`src/hw/lcd_pkg.sv`:
```
// fixed 128x64 panel geometry and short simulation wait counts, so a real board must raise the waits
package lcd_pkg;

	// --------------------------------------------------
	// geometry
	localparam int SCREEN_WIDTH  = 128;  // pixels per row
	localparam int SCREEN_HEIGHT = 64;   // rows
	localparam int SCREEN_HOFFS  = 0;    // first column in controller ram
	localparam int SCREEN_VOFFS  = 0;    // first row in controller ram
	localparam int HCTR_BITS     = $clog2(SCREEN_WIDTH);
	localparam int VCTR_BITS     = $clog2(SCREEN_HEIGHT);
	localparam int PIXEL_BITS    = 16;   // rgb565

	// window corners as sent with caset / raset
	localparam logic [15:0] X_START = 16'(SCREEN_HOFFS);
	localparam logic [15:0] X_END   = 16'(SCREEN_HOFFS + SCREEN_WIDTH - 1);
	localparam logic [15:0] Y_START = 16'(SCREEN_VOFFS);
	localparam logic [15:0] Y_END   = 16'(SCREEN_VOFFS + SCREEN_HEIGHT - 1);

	// memory access control flags
	localparam logic MADCTL_HINV   = 1'b1;  // mirror columns
	localparam logic MADCTL_VINV   = 1'b0;  // mirror rows
	localparam logic MADCTL_HVINV  = 1'b1;  // swap rows and columns
	localparam logic MADCTL_RGBINV = 1'b0;  // bgr order when set
	localparam logic [7:0] MADCTL_BITS =
		{MADCTL_HINV, MADCTL_VINV, MADCTL_HVINV, 1'b0, MADCTL_RGBINV, 3'b000};
	localparam logic [7:0] COLMOD_16BIT = 8'h55;  // 16 bit per pixel on both interfaces

	// --------------------------------------------------
	// wait times in system cycles
	localparam int WAIT_RESET       = 4;   // panel reset pulse
	localparam int WAIT_AFTER_SLEEP = 8;   // after reset release and after sleep out
	localparam int WAIT_UPDATE      = 16;  // min gap between frames
	// the sum bounds every single wait
	localparam int WAIT_BITS = $clog2(WAIT_RESET + WAIT_AFTER_SLEEP + WAIT_UPDATE + 1);

	// controller commands in use
	typedef enum logic [7:0] {
		SLPOUT = 8'h11,
		INVON  = 8'h21,
		DISPON = 8'h29,
		CASET  = 8'h2a,
		RASET  = 8'h2b,
		RAMWR  = 8'h2c,
		MADCTL = 8'h36,
		COLMOD = 8'h3a
	} lcd_opcode_e;

	localparam int INIT_BYTES = 17;  // commands plus their arguments

endpackage

```
`src/hw/serial_pkg.sv`:
```
// serial link types and sizes, FIFO_DEPTH must be a power of two and CLK_DIV at least one
package serial_pkg;

	// --------------------------------------------------
	// one byte on the wire with its dc level
	typedef struct packed {
		logic       dc;       // 1 data, 0 command
		logic [7:0] payload;  // msb goes out first
	} lcd_byte_t;

	// serial clock
	localparam int CLK_DIV  = 2;  // system cycles per sclk half period
	localparam int DIV_BITS = (CLK_DIV > 1) ? $clog2(CLK_DIV) : 1;

	// --------------------------------------------------
	// byte buffer between sequencer and shifter
	localparam int FIFO_DEPTH = 4;
	localparam int FIFO_AW    = $clog2(FIFO_DEPTH);  // pointers wrap on their own

endpackage

```
`src/hw/color_bars.sv`:
```
// eight rgb565 colour bars picked by the top three column bits and identical on every row
module color_bars
	import lcd_pkg::*;
(
	input  logic [HCTR_BITS-1:0]  hpix,
	input  logic [VCTR_BITS-1:0]  vpix,     // not used by the bar rule
	output logic [PIXEL_BITS-1:0] pattern
);

	logic [2:0] bar;  // SCREEN_WIDTH/8 columns each

	assign bar = hpix[HCTR_BITS-1 -: 3];

	// each bar bit switches one colour field fully on
	always_comb begin
		pattern = {
			{5{bar[2]}},  // red
			{6{bar[1]}},  // green
			{5{bar[0]}}   // blue
		};
	end

endmodule

```
`src/hw/frame_sequencer.sv`:
```
// producer for the byte FIFO, external pixel must be valid two edges after hpix/vpix change
module frame_sequencer
	import lcd_pkg::*;
	import serial_pkg::*;
(
	input  logic                  in_clk,
	input  logic                  in_rst,
	input  logic                  update,       // start a frame once armed
	input  logic                  testpattern,  // 1 takes the colour bars
	input  logic [PIXEL_BITS-1:0] pixel,
	input  logic [PIXEL_BITS-1:0] pattern,
	input  logic                  full,
	output logic [HCTR_BITS-1:0]  hpix,
	output logic [VCTR_BITS-1:0]  vpix,
	output logic                  push,
	output lcd_byte_t             push_byte,
	output logic                  lcd_rst
);

	typedef enum logic [3:0] {
		ST_RESET,        // panel reset pulse
		ST_AFTER_RESET,
		ST_INIT,         // one init byte per free slot
		ST_SLEEP_WAIT,   // after slpout
		ST_UPDATE_WAIT,  // frame gap
		ST_UPDATE_ARM,   // waits for update
		ST_START_WRITE,  // ramwr
		ST_FETCH,        // lets the pixel source settle
		ST_HIGH_BYTE,
		ST_LOW_BYTE
	} state_e;

	state_e                        state;
	logic [WAIT_BITS-1:0]          wait_ctr;
	logic [WAIT_BITS-1:0]          wait_limit;
	logic                          timed;      // state runs the wait counter
	logic                          wait_done;
	logic [$clog2(INIT_BYTES)-1:0] init_idx;
	lcd_byte_t                     init_byte;
	logic [PIXEL_BITS-1:0]         sel_pixel;
	logic [7:0]                    low_byte;   // kept for the second push

	assign lcd_rst   = (state == ST_RESET);
	assign sel_pixel = testpattern ? pattern : pixel;

	// --------------------------------------------------
	// init table
	always_comb begin
		case (init_idx)
			0:       init_byte = {1'b0, SLPOUT};
			1:       init_byte = {1'b0, INVON};
			2:       init_byte = {1'b0, DISPON};
			3:       init_byte = {1'b0, CASET};
			4:       init_byte = {1'b1, X_START[15:8]};
			5:       init_byte = {1'b1, X_START[7:0]};
			6:       init_byte = {1'b1, X_END[15:8]};
			7:       init_byte = {1'b1, X_END[7:0]};
			8:       init_byte = {1'b0, RASET};
			9:       init_byte = {1'b1, Y_START[15:8]};
			10:      init_byte = {1'b1, Y_START[7:0]};
			11:      init_byte = {1'b1, Y_END[15:8]};
			12:      init_byte = {1'b1, Y_END[7:0]};
			13:      init_byte = {1'b0, MADCTL};
			14:      init_byte = {1'b1, MADCTL_BITS};
			15:      init_byte = {1'b0, COLMOD};
			default: init_byte = {1'b1, COLMOD_16BIT};  // last entry
		endcase
	end

	// --------------------------------------------------
	// wait counter limits per state
	always_comb begin
		timed      = 1'b1;
		wait_limit = '0;
		case (state)
			ST_RESET:       wait_limit = WAIT_BITS'(WAIT_RESET);
			ST_AFTER_RESET: wait_limit = WAIT_BITS'(WAIT_AFTER_SLEEP);
			ST_SLEEP_WAIT:  wait_limit = WAIT_BITS'(WAIT_AFTER_SLEEP);
			ST_UPDATE_WAIT: wait_limit = WAIT_BITS'(WAIT_UPDATE - 1);  // WAIT_UPDATE cycles
			default:        timed = 1'b0;
		endcase
	end

	assign wait_done = timed && (wait_ctr == wait_limit);

	// byte towards the FIFO, only when a slot is free
	always_comb begin
		push = !full && (state inside {ST_INIT, ST_START_WRITE, ST_HIGH_BYTE, ST_LOW_BYTE});
		case (state)
			ST_INIT:        push_byte = init_byte;
			ST_START_WRITE: push_byte = {1'b0, RAMWR};
			ST_HIGH_BYTE:   push_byte = {1'b1, sel_pixel[15:8]};  // msb first
			default:        push_byte = {1'b1, low_byte};
		endcase
	end

	// --------------------------------------------------
	// state machine
	always_ff @(posedge in_clk or posedge in_rst) begin
		if (in_rst) begin
			state    <= ST_RESET;
			wait_ctr <= '0;
			init_idx <= '0;
			hpix     <= '0;
			vpix     <= '0;
		end else begin
			wait_ctr <= (timed && !wait_done) ? wait_ctr + 1'b1 : '0;
			case (state)
				ST_RESET:       if (wait_done) state <= ST_AFTER_RESET;
				ST_AFTER_RESET: if (wait_done) state <= ST_INIT;
				ST_SLEEP_WAIT:  if (wait_done) state <= ST_INIT;
				ST_UPDATE_WAIT: if (wait_done) state <= ST_UPDATE_ARM;
				ST_UPDATE_ARM:  if (update) state <= ST_START_WRITE;
				ST_START_WRITE: if (!full) state <= ST_FETCH;
				ST_FETCH:       state <= ST_HIGH_BYTE;
				ST_HIGH_BYTE:   if (!full) state <= ST_LOW_BYTE;
				ST_INIT: begin
					if (!full) begin
						if (init_idx == 0) begin
							init_idx <= init_idx + 1'b1;
							state    <= ST_SLEEP_WAIT;  // panel needs time after slpout
						end else if (init_idx == INIT_BYTES - 1) begin
							init_idx <= '0;
							state    <= ST_UPDATE_WAIT;
						end else begin
							init_idx <= init_idx + 1'b1;
						end
					end
				end
				ST_LOW_BYTE: begin
					if (!full) begin
						state <= ST_FETCH;
						if (hpix == HCTR_BITS'(SCREEN_WIDTH - 1)) begin
							hpix <= '0;
							if (vpix == VCTR_BITS'(SCREEN_HEIGHT - 1)) begin
								vpix  <= '0;
								state <= ST_UPDATE_WAIT;  // frame done
							end else begin
								vpix <= vpix + 1'b1;
							end
						end else begin
							hpix <= hpix + 1'b1;
						end
					end
				end
				default: state <= ST_RESET;
			endcase
		end
	end

	// low byte captured together with the high byte push
	always_ff @(posedge in_clk) begin
		if (state == ST_HIGH_BYTE && !full)
			low_byte <= sel_pixel[7:0];
	end

endmodule

```
`src/hw/byte_fifo.sv`:
```
// small FIFO with combinational head read, push while full and pop while empty are dropped
module byte_fifo
	import serial_pkg::*;
(
	input  logic      in_clk,
	input  logic      in_rst,
	input  logic      push,
	input  lcd_byte_t push_byte,
	input  logic      pop,
	output lcd_byte_t head,
	output logic      full,
	output logic      empty
);

	lcd_byte_t          mem [FIFO_DEPTH];
	logic [FIFO_AW-1:0] wr_ptr;
	logic [FIFO_AW-1:0] rd_ptr;
	logic [FIFO_AW:0]   count;       // occupancy
	logic [FIFO_AW:0]   count_next;
	logic               do_push;
	logic               do_pop;

	assign do_push = push && !full;
	assign do_pop  = pop && !empty;
	assign head    = mem[rd_ptr];    // oldest entry

	always_comb begin
		count_next = count;
		if (do_push && !do_pop)
			count_next = count + 1'b1;
		else if (do_pop && !do_push)
			count_next = count - 1'b1;
	end

	// pointers and registered flags
	always_ff @(posedge in_clk or posedge in_rst) begin
		if (in_rst) begin
			wr_ptr <= '0;
			rd_ptr <= '0;
			count  <= '0;
			full   <= 1'b0;
			empty  <= 1'b1;
		end else begin
			if (do_push)
				wr_ptr <= wr_ptr + 1'b1;
			if (do_pop)
				rd_ptr <= rd_ptr + 1'b1;
			count <= count_next;
			full  <= (count_next == (FIFO_AW + 1)'(FIFO_DEPTH));
			empty <= (count_next == '0);
		end
	end

	// storage
	always_ff @(posedge in_clk) begin
		if (do_push)
			mem[wr_ptr] <= push_byte;
	end

endmodule

```
`src/hw/spi_byte_tx.sv`:
```
// write only 4-wire serial shifter, sclk idles high and stops whenever chip select is high
module spi_byte_tx
	import serial_pkg::*;
(
	input  logic      in_clk,
	input  logic      in_rst,
	input  lcd_byte_t head,
	input  logic      empty,
	output logic      pop,
	output logic      lcd_cs,
	output logic      lcd_dc,
	output logic      lcd_sclk,
	output logic      lcd_sda
);

	typedef enum logic {
		ST_IDLE,
		ST_SHIFT
	} tx_state_e;

	tx_state_e           state;
	logic [DIV_BITS-1:0] div_ctr;   // cycles within a half period
	logic [2:0]          bit_ctr;   // bits already sent
	logic [6:0]          shreg;     // bits still to go
	logic                div_done;
	logic                last_bit;  // end of the 8th high phase
	logic                falling;

	assign div_done = (state == ST_SHIFT) && (div_ctr == DIV_BITS'(CLK_DIV - 1));
	assign last_bit = div_done && lcd_sclk && (bit_ctr == 3'd7);
	assign falling  = div_done && lcd_sclk && !last_bit;

	// next byte taken when idle or right at the end of the current one
	assign pop = !empty && (state == ST_IDLE || last_bit);

	// --------------------------------------------------
	// control and pins
	always_ff @(posedge in_clk or posedge in_rst) begin
		if (in_rst) begin
			state    <= ST_IDLE;
			div_ctr  <= '0;
			bit_ctr  <= '0;
			lcd_cs   <= 1'b1;
			lcd_dc   <= 1'b0;
			lcd_sclk <= 1'b1;
			lcd_sda  <= 1'b0;
		end else if (pop) begin
			state    <= ST_SHIFT;
			div_ctr  <= '0;
			bit_ctr  <= '0;
			lcd_cs   <= 1'b0;
			lcd_dc   <= head.dc;           // held for the whole byte
			lcd_sclk <= 1'b0;
			lcd_sda  <= head.payload[7];  // msb first
		end else if (state == ST_SHIFT) begin
			if (!div_done) begin
				div_ctr <= div_ctr + 1'b1;
			end else begin
				div_ctr <= '0;
				if (last_bit) begin
					state   <= ST_IDLE;  // nothing queued
					lcd_cs  <= 1'b1;
					lcd_sda <= 1'b0;
				end else begin
					lcd_sclk <= !lcd_sclk;  // panel samples on the rise
					if (falling) begin
						bit_ctr <= bit_ctr + 1'b1;
						lcd_sda <= shreg[6];
					end
				end
			end
		end
	end

	// shift register
	always_ff @(posedge in_clk) begin
		if (pop)
			shreg <= head.payload[6:0];
		else if (falling)
			shreg <= {shreg[5:0], 1'b0};
	end

endmodule

```
`src/hw/lcd_top.sv`:
```
// serial panel driver top with fixed geometry, hpix/vpix ask for the pixel that is due next
module lcd_top
	import lcd_pkg::*;
	import serial_pkg::*;
(
	input  logic                  in_clk,
	input  logic                  in_rst,
	input  logic                  update,
	input  logic                  testpattern,
	input  logic [PIXEL_BITS-1:0] pixel,
	output logic [HCTR_BITS-1:0]  hpix,
	output logic [VCTR_BITS-1:0]  vpix,
	output logic                  lcd_rst,
	output logic                  lcd_cs,
	output logic                  lcd_dc,
	output logic                  lcd_sclk,
	output logic                  lcd_sda
);

	logic                  push;
	logic                  full;
	logic                  pop;
	logic                  empty;
	lcd_byte_t             push_byte;
	lcd_byte_t             head;
	logic [PIXEL_BITS-1:0] pattern;

	// --------------------------------------------------
	// producer
	frame_sequencer u_seq (
		.in_clk      (in_clk),
		.in_rst      (in_rst),
		.update      (update),
		.testpattern (testpattern),
		.pixel       (pixel),
		.pattern     (pattern),
		.full        (full),
		.hpix        (hpix),
		.vpix        (vpix),
		.push        (push),
		.push_byte   (push_byte),
		.lcd_rst     (lcd_rst)
	);

	color_bars u_bars (
		.hpix    (hpix),
		.vpix    (vpix),
		.pattern (pattern)
	);

	// buffer
	byte_fifo u_fifo (
		.in_clk    (in_clk),
		.in_rst    (in_rst),
		.push      (push),
		.push_byte (push_byte),
		.pop       (pop),
		.head      (head),
		.full      (full),
		.empty     (empty)
	);

	// consumer
	spi_byte_tx u_tx (
		.in_clk   (in_clk),
		.in_rst   (in_rst),
		.head     (head),
		.empty    (empty),
		.pop      (pop),
		.lcd_cs   (lcd_cs),
		.lcd_dc   (lcd_dc),
		.lcd_sclk (lcd_sclk),
		.lcd_sda  (lcd_sda)
	);

endmodule

```
`config.mk`:
```
export PLATFORM = sky130hd
export DESIGN_NAME = lcd_top
export DESIGN_NICKNAME = d
export VERILOG_FILES = /design/src/hw/lcd_pkg.sv /design/src/hw/serial_pkg.sv /design/src/hw/color_bars.sv /design/src/hw/frame_sequencer.sv /design/src/hw/byte_fifo.sv /design/src/hw/spi_byte_tx.sv /design/src/hw/lcd_top.sv
export SDC_FILE = /design/constraint.sdc
export NUM_CORES = 1
export LEC_CHECK = 0
export BUFFER_PORTS_ARGS = -buffer_cell sky130_fd_sc_hd__buf_2
export CAP_MARGIN = 0
export CORE_ASPECT_RATIO = 0.5
export CORE_MARGIN = 4
export CORE_UTILIZATION = 54
export DETAILED_ROUTE_END_ITERATION = 7
export GPL_TIMING_DRIVEN = 1
export PLACE_DENSITY = 0.84
export RECOVER_POWER = 50
export SYNTH_ARGS = -nofsm -noshare
export SYNTH_HDL_FRONTEND = slang
export SYNTH_HIERARCHICAL = 1
export SYNTH_SLANG_ARGS = --single-unit
```
`constraint.sdc`:
```
create_clock -name in_clk -period 2.19 [get_ports in_clk]
set_clock_uncertainty 0.05 [all_clocks]
set_input_delay 0.3285 -clock in_clk [delete_from_list [all_inputs] [get_ports in_clk]]
set_output_delay 0.3285 -clock in_clk [all_outputs]
set_load 0.03 [all_outputs]
```
---- Word level (Yosys, flattened, before mapping) ----
Memory sizes are Yosys's and may differ from the RTL's.
Cells that the tools add are included.
word-level totals
  word-level logic and storage cells ...... 152
  input port bits ......................... 20
  memory bits (read-only) ................. 144
  flip-flop bits (word level) ............. 60
  output and inout port bits .............. 18
  memories kept ........................... 2
  bits in writable memories ............... 36
memories
  name              words  bits a word  rd ports  clocked after Yosys merged registers in  write ports  RTL line               source
  (name not given)  16     9            1         0                                        0            frame_sequencer.sv:49  case (init_idx)
  u_fifo.mem        4      9            1         0                                        1            byte_fifo.sv:15        lcd_byte_t mem [FIFO_DEPTH];
cells by class
  reductions and logical operators ........ 40
  bitwise gates (word level) .............. 2
  add/subtract/negate cells ............... 10
  eq/ne operators ......................... 25
  multiplexer cells ....................... 54
operators with widths
  kind                                                  count
  two-way mux 4 bit                                     11
  case mux 4 bit (9 select lines)                       1
  case mux 9 bit (3 select lines)                       1
  two-way mux 1 bit                                     23
  two-way mux 3 bit                                     7
  two-way mux 7 bit                                     3
  equality test 4 x 3 -> 1 bit (second input constant)  4
  two-way mux 16 bit                                    1
  two-way mux 5 bit                                     3
  logical AND 1 bit                                     13
  != test 2 bit (second input constant)                 6
  case mux 4 bit (3 select lines)                       1
  AND reduction 3 bit                                   4
  adder 5 x 1 -> 5 bit (second input constant)          2
  two-way mux 9 bit                                     1
  AND reduction 9 bit                                   1
  equality test 4 x 2 -> 1 bit (second input constant)  2
  equality test 4 bit (second input constant)           2
  nonzero test 2 bit                                    4
  adder 7 x 1 -> 7 bit (second input constant)          1
  equality test 7 bit (second input constant)           1
  logical NOT 1 bit                                     7
  adder 3 x 1 -> 3 bit (second input constant)          2
  adder 6 x 1 -> 6 bit (second input constant)          1
  other kinds (23)                                      29

---- Depth between registers and ports, before layout ----
  word-level depth ........................ 10
  depth in mapped cells ................... 9
  depth with buffers taken out ............ 8

---- Cells and area by module ----
The synthesis kept the hierarchy.
by module, submodules not included
  module           cells each  area an instance (um^2)  instances  sequential area each (um^2)
  frame_sequencer  253         2313.5                   1          915.9
  byte_fifo        103         1869.3                   1          1307.5
  spi_byte_tx      58          775.7                    1          437.9
  color_bars       16          120.1                    1          0.0

---- Worst setup path after synthesis ----
No wires, ideal clock.
  kind .................................... register -> output
  start point ............................. register u_seq.state[0]
  end point ............................... output port lcd_rst
  required time ........................... 1.811 ns
  arrival time ............................ 1.749 ns
  cell stages (with the launch flop) ...... 4
  setup slack ............................. 0.063 ns
  buffers on the path ..................... 2
  cell sequence ........................... dfrtp_1 -> buf_2 -> buf_1 -> nor4_1
between the ends
  cells in the longest elaborated chain, start to end .. 1
RTL lines
  what                      RTL line                source
  start: declaration        frame_sequencer.sv:33   state_e state;
  start signal: assignment  frame_sequencer.sv:101  state <= ST_RESET;
  start signal: assignment  frame_sequencer.sv:109  ST_RESET: if (wait_done) state <= ST_AFTER_RESET;
  start signal: assignment  frame_sequencer.sv:110  ST_AFTER_RESET: if (wait_done) state <= ST_INIT;
  logical NOT 4 bit         frame_sequencer.sv:43   assign lcd_rst = (state == ST_RESET);
  end: declaration          lcd_top.sv:13           output logic lcd_rst,
Every way passes these cells.

---- Worst setup path after layout ----
  start point ............................. register u_seq.state[0]
  end point ............................... register u_seq.state[2]
between the ends
  cells in the longest elaborated chain, start to end .. 7
  elaborated cells between the ends (all ways) .. 27
  classes of those cells .................. eq/ne: 19; mux: 3; reduce/logical: 5
RTL lines
  what                                                                                 RTL line                                       source
  equality test 4 x 1 -> 1 bit / equality test 4 x 2 -> 1 bit (equally long branches)  frame_sequencer.sv:75, frame_sequencer.sv:108
  OR reduction 2 bit (no source line)                                                  --
  case mux 4 bit (3 select lines)                                                      frame_sequencer.sv:75                          case (state)
  equality test 5 x 4 -> 1 bit                                                         frame_sequencer.sv:84                          assign wait_done = timed && (wait_ctr == wait_limit);
  logical AND 1 bit                                                                    frame_sequencer.sv:84
  != test 2 x 1 -> 1 bit (no source line)                                              --
  AND reduction 9 bit (no source line)                                                 --
Parallel ways exist; a longest one is shown, timed or not.
A chain may end at the register's enable or synchronous reset.

==> key figures <==
Routing
  • First drt pass iteration count: 4
  • Metal3 WL: 481 um
  • WL/cell: 16.7 um
  • Number of vias in the routed layout: 3349
  • Post-route ant nets: 0
  • Drt total wl: 9.86 mm
  • Number of vias per cell after detailed routing: 5.66
  • DRC marker count from the first detailed-route iteration: 274
  • Routed wire length on met2: 4.80 mm
  • DRC violation count after routing: 0
  • Top routing layer in use: met4
  • Length of routed wiring on met1: 4.44 mm

GRT
  • First-pass GRT wire length: 16.4 mm
  • Number of global-route vias before repair: 3338
  • Initial antenna violation count: 0
  • Grt ovf: 0
  • Largest net degree at the start of global routing: 28
  • Overall track demand over capacity in global routing: 18.6%

Power
  • Final total power: 3.63 mW
  • Worst supply voltage drop on vdd: 452 uV
  • Cell Pwr Density: 634 mW/mm^2
  • Static leakage power: 2.29 nW

Critical path
  • Required time of the worst setup path: 2.36 ns
  • CP startpoint kind: flip-flop
  • Critical path fanouts, max: 7
  • Critical-path cell list: nor4b_2, mux2i_1, or3_1, a311o_1, mux2_1
  • Worst endpoint data arrival time: 2.32 ns
  • Kind of cell adding the most delay to the critical path: simple AND/OR/NAND/NOR gates
  • Kind of critical path: reg2reg
  • Type of destination of the critical path: flip-flop
  • Buf+Inv Stages, Crit Path: 0
  • Highest-delay cell along the critical path: sky130_fd_sc_hd__dfrtp_2
  • Cell depth of the worst flop-to-flop path: 5
  • Levels on crit path: 5
  • Crit-path max cell delay: 0.46 ns

Clock tree
  • Largest buffer count on any clock path: 2
  • TritonCTS clock tree: yes
  • Clock transition time at the flip-flop clock pins of the worst setup and hold paths: 0.07 ns
  • CTS Root Buffer Type: sky130_fd_sc_hd__clkbuf_16
  • CTS HTree Levels: 3
  • Number of CTS-inserted buffers: 9
  • Clock Sink Count: 96
  • Source-to-sink clock delay at the later pin of the worst-skew pair: 0.35 ns

Layout
  • Net count, final: 508
  • Final core utilization: 64.3%
  • Antenna Diode Count: 0
  • Synthesis-to-finish area growth: 12.9%
  • Proportion of layout cells with a drive suffix above 1: 21.9%

STA
  • Fin crit share: 98.1%
  • Maximum clock rate: 0.465 GHz
  • Shortest clock period the worst path allows after layout: 2.15 ns
  • Slew Viols, Final: 0
  • Final Hold Viols: 0
  • Number of setup violations in the final report: 0
  • Worst Slack Setup Final: 0.0414 ns
  • Slew at the pin with the worst max-slew slack: 0.667 ns
  • Tightest slew margin relative to the limit: 55.5%
  • Setup repair after global routing missed its margin: yes

Floorplan
  • Initial standard-cell utilization of the core: 56.9%
  • Die W: 145 um
  • Height of the die: 76.6 um
  • Die Outline Area: 0.0111 mm^2
  • Area of the core: 0.00892 mm^2
  • Site row count: 24
  • I/O Pins: 38

Logic synthesis
  • Library cell occupying the most area in the post-synthesis netlist: sky130_fd_sc_hd__edfxtp_1
  • Synthesized instance count: 430
  • Share of the synthesized area in the top cell type: 30.2%
  • Number of different library cells in the post-synthesis netlist: 67
  • Leading post-synthesis cells by cell area: sky130_fd_sc_hd__edfxtp_1 (30%), sky130_fd_sc_hd__dfrtp_1 (21%), sky130_fd_sc_hd__ha_1 (4.4%)
  • Top post-synthesis cells by count: sky130_fd_sc_hd__edfxtp_1 (51), sky130_fd_sc_hd__dfrtp_1 (42), sky130_fd_sc_hd__nand2_1 (36)
  • Syn Nets: 468
  • Share of flip-flops with an asynchronous set or reset: 46.9%
  • Prevailing post-synth register cell: sky130_fd_sc_hd__edfxtp_1
  • Total number of yosys warnings: 6
  • Seq/Total Area, Yosys: 52.4%
  • Most repeated cell in the gate-level netlist after synthesis: sky130_fd_sc_hd__edfxtp_1
  • Number of enable flip-flop cells after synthesis: 51
  • Cell area after synthesis: 0.00508 mm^2
  • Total of flip-flops plus latches after synthesis: 96
  • Post-Syn Area per Cell: 11.8 um^2

Placed design
  • Setup WS pre-CTS: -0.00465 ns
  • GPL Wtd Cong: 0.867
  • HPWL Detailed: 6.97 mm
  • Count of input and output buffers: 37

Job
  • Total of max-cap violations: 0

Worst hold path
  • Type of the tightest min-delay check: in2reg
  • Number of stages on the worst hold path: 2

Outcome
  • Result of the run: complete, no violations
[cells by family (layout without fill, tap and decap cells)]
kind of cell | count (synthesis) | in the layout | share of synthesized area (%)
adders and majority gates | 18 | 18 | 4.43
xor gates and xnor gates | 24 | 24 | 4.29
AOI/OAI and AO/OA | 71 | 71 | 9.53
muxes | 39 | 39 | 10.7
DFF | 96 | 96 | 52.4
buffers and inverters | 56 | 101 | 5.86
and+or+nand+nor | 126 | 126 | 12.8
[registers in the layout (all words and copies together) (netlist names), 2 cells and up]
register and cells:
u_fifo/wr_ptr 2, u_seq/hpix 7, u_seq/vpix 6, u_fifo/count 3, u_fifo/mem 36, u_tx/bit_ctr 3, u_seq/init_idx 5, u_fifo/rd_ptr 2
u_seq/low_byte 8, u_seq/state 4, u_seq/wait_ctr 5, u_tx/shreg 7
[placed cells by master, fill, tap and decap left out, types with 14 or more instances in the layout]
cell type,count
sky130_fd_sc_hd__a21oi_1,15
sky130_fd_sc_hd__buf_2,19
sky130_fd_sc_hd__buf_4,19
sky130_fd_sc_hd__clkbuf_1,23
sky130_fd_sc_hd__dfrtp_1,38
sky130_fd_sc_hd__edfxtp_1,51
sky130_fd_sc_hd__ha_1,17
sky130_fd_sc_hd__inv_1,21
sky130_fd_sc_hd__nand2_1,36
sky130_fd_sc_hd__nor2_1,29
sky130_fd_sc_hd__o21ai_0,19
sky130_fd_sc_hd__xnor2_1,14
[layout make-up]
cell class	instances	area, um^2
Fill cell	681	3190
Sequential cell	96	2670
Multi-Input combinational cell	278	2160
Timing Repair Buffer	64	360
Clock buffer	10	229
Tap cell	117	146
Clock inverter	6	91.3
Inverter	21	78.8
[power by group]
part / switching [mW] / internal (mW)
Clock: 0.675 / 1.01
Combinational: 0.0329 / 0.0265
Sequential: 0 / 1.89
Total: 0.708 / 2.93
[worst paths after layout]
kind	from	slack, ns	endpoint
worst max-delay path	u_seq/state[0]	0.04	u_seq/state[2]
max in group asynchronous	in_rst	0.91	u_seq/state[2]
min in group asynchronous	in_rst	0.48	u_tx/bit_ctr[1]
worst max register to register	u_seq/state[0]	0.04	u_seq/state[2]
worst min-delay path	pixel[3]	0.23	u_seq/low_byte[3]
worst min register to register	u_seq/wait_ctr[0]	0.44	u_seq/wait_ctr[0]
[worst register-to-register path, stage by stage, from the launching register on]
cell and delay (ns):
sky130_fd_sc_hd__dfrtp_2 0.46, sky130_fd_sc_hd__nor4b_2 0.33, sky130_fd_sc_hd__mux2i_1 0.11, sky130_fd_sc_hd__or3_1 0.33
sky130_fd_sc_hd__a311o_1 0.42, sky130_fd_sc_hd__mux2_1 0.34
[through the flow]
step / hold WS (ns) / std cells / instance area (um^2) / TNS [ns]
2_1_floorplan: 0.105 / 430 / 5080 / 0
3_3_place_gp: 0.292 / 575 / 5400 / 0
3_5_place_dp: 0.302 / 575 / 5400 / -0.0185
4_1_cts: 0.217 / 592 / 5730 / 0
5_1_grt: 0.220 / 592 / 5730 / -0.0484
6_report: 0.230 / 592 / 5730 / 0
[repair_timing]
item / CTS / global route
hold endpoints to repair: 15 / 0
resized for setup: 1 / 15
hold buffers: 1 / 0
setup buffers: 0 / 0
endpoints found under the setup margin: 12 / 61
[metal layers]
metal / vias up / global-route usage, %
li1: 1612 / -
met1: 1647 / 23.7
met2: 78 / 31.4
met3: 12 / 5.41
met4: 0 / 4.83
met5: - / 0
Note: power is estimated with default switching activity, not from simulation.
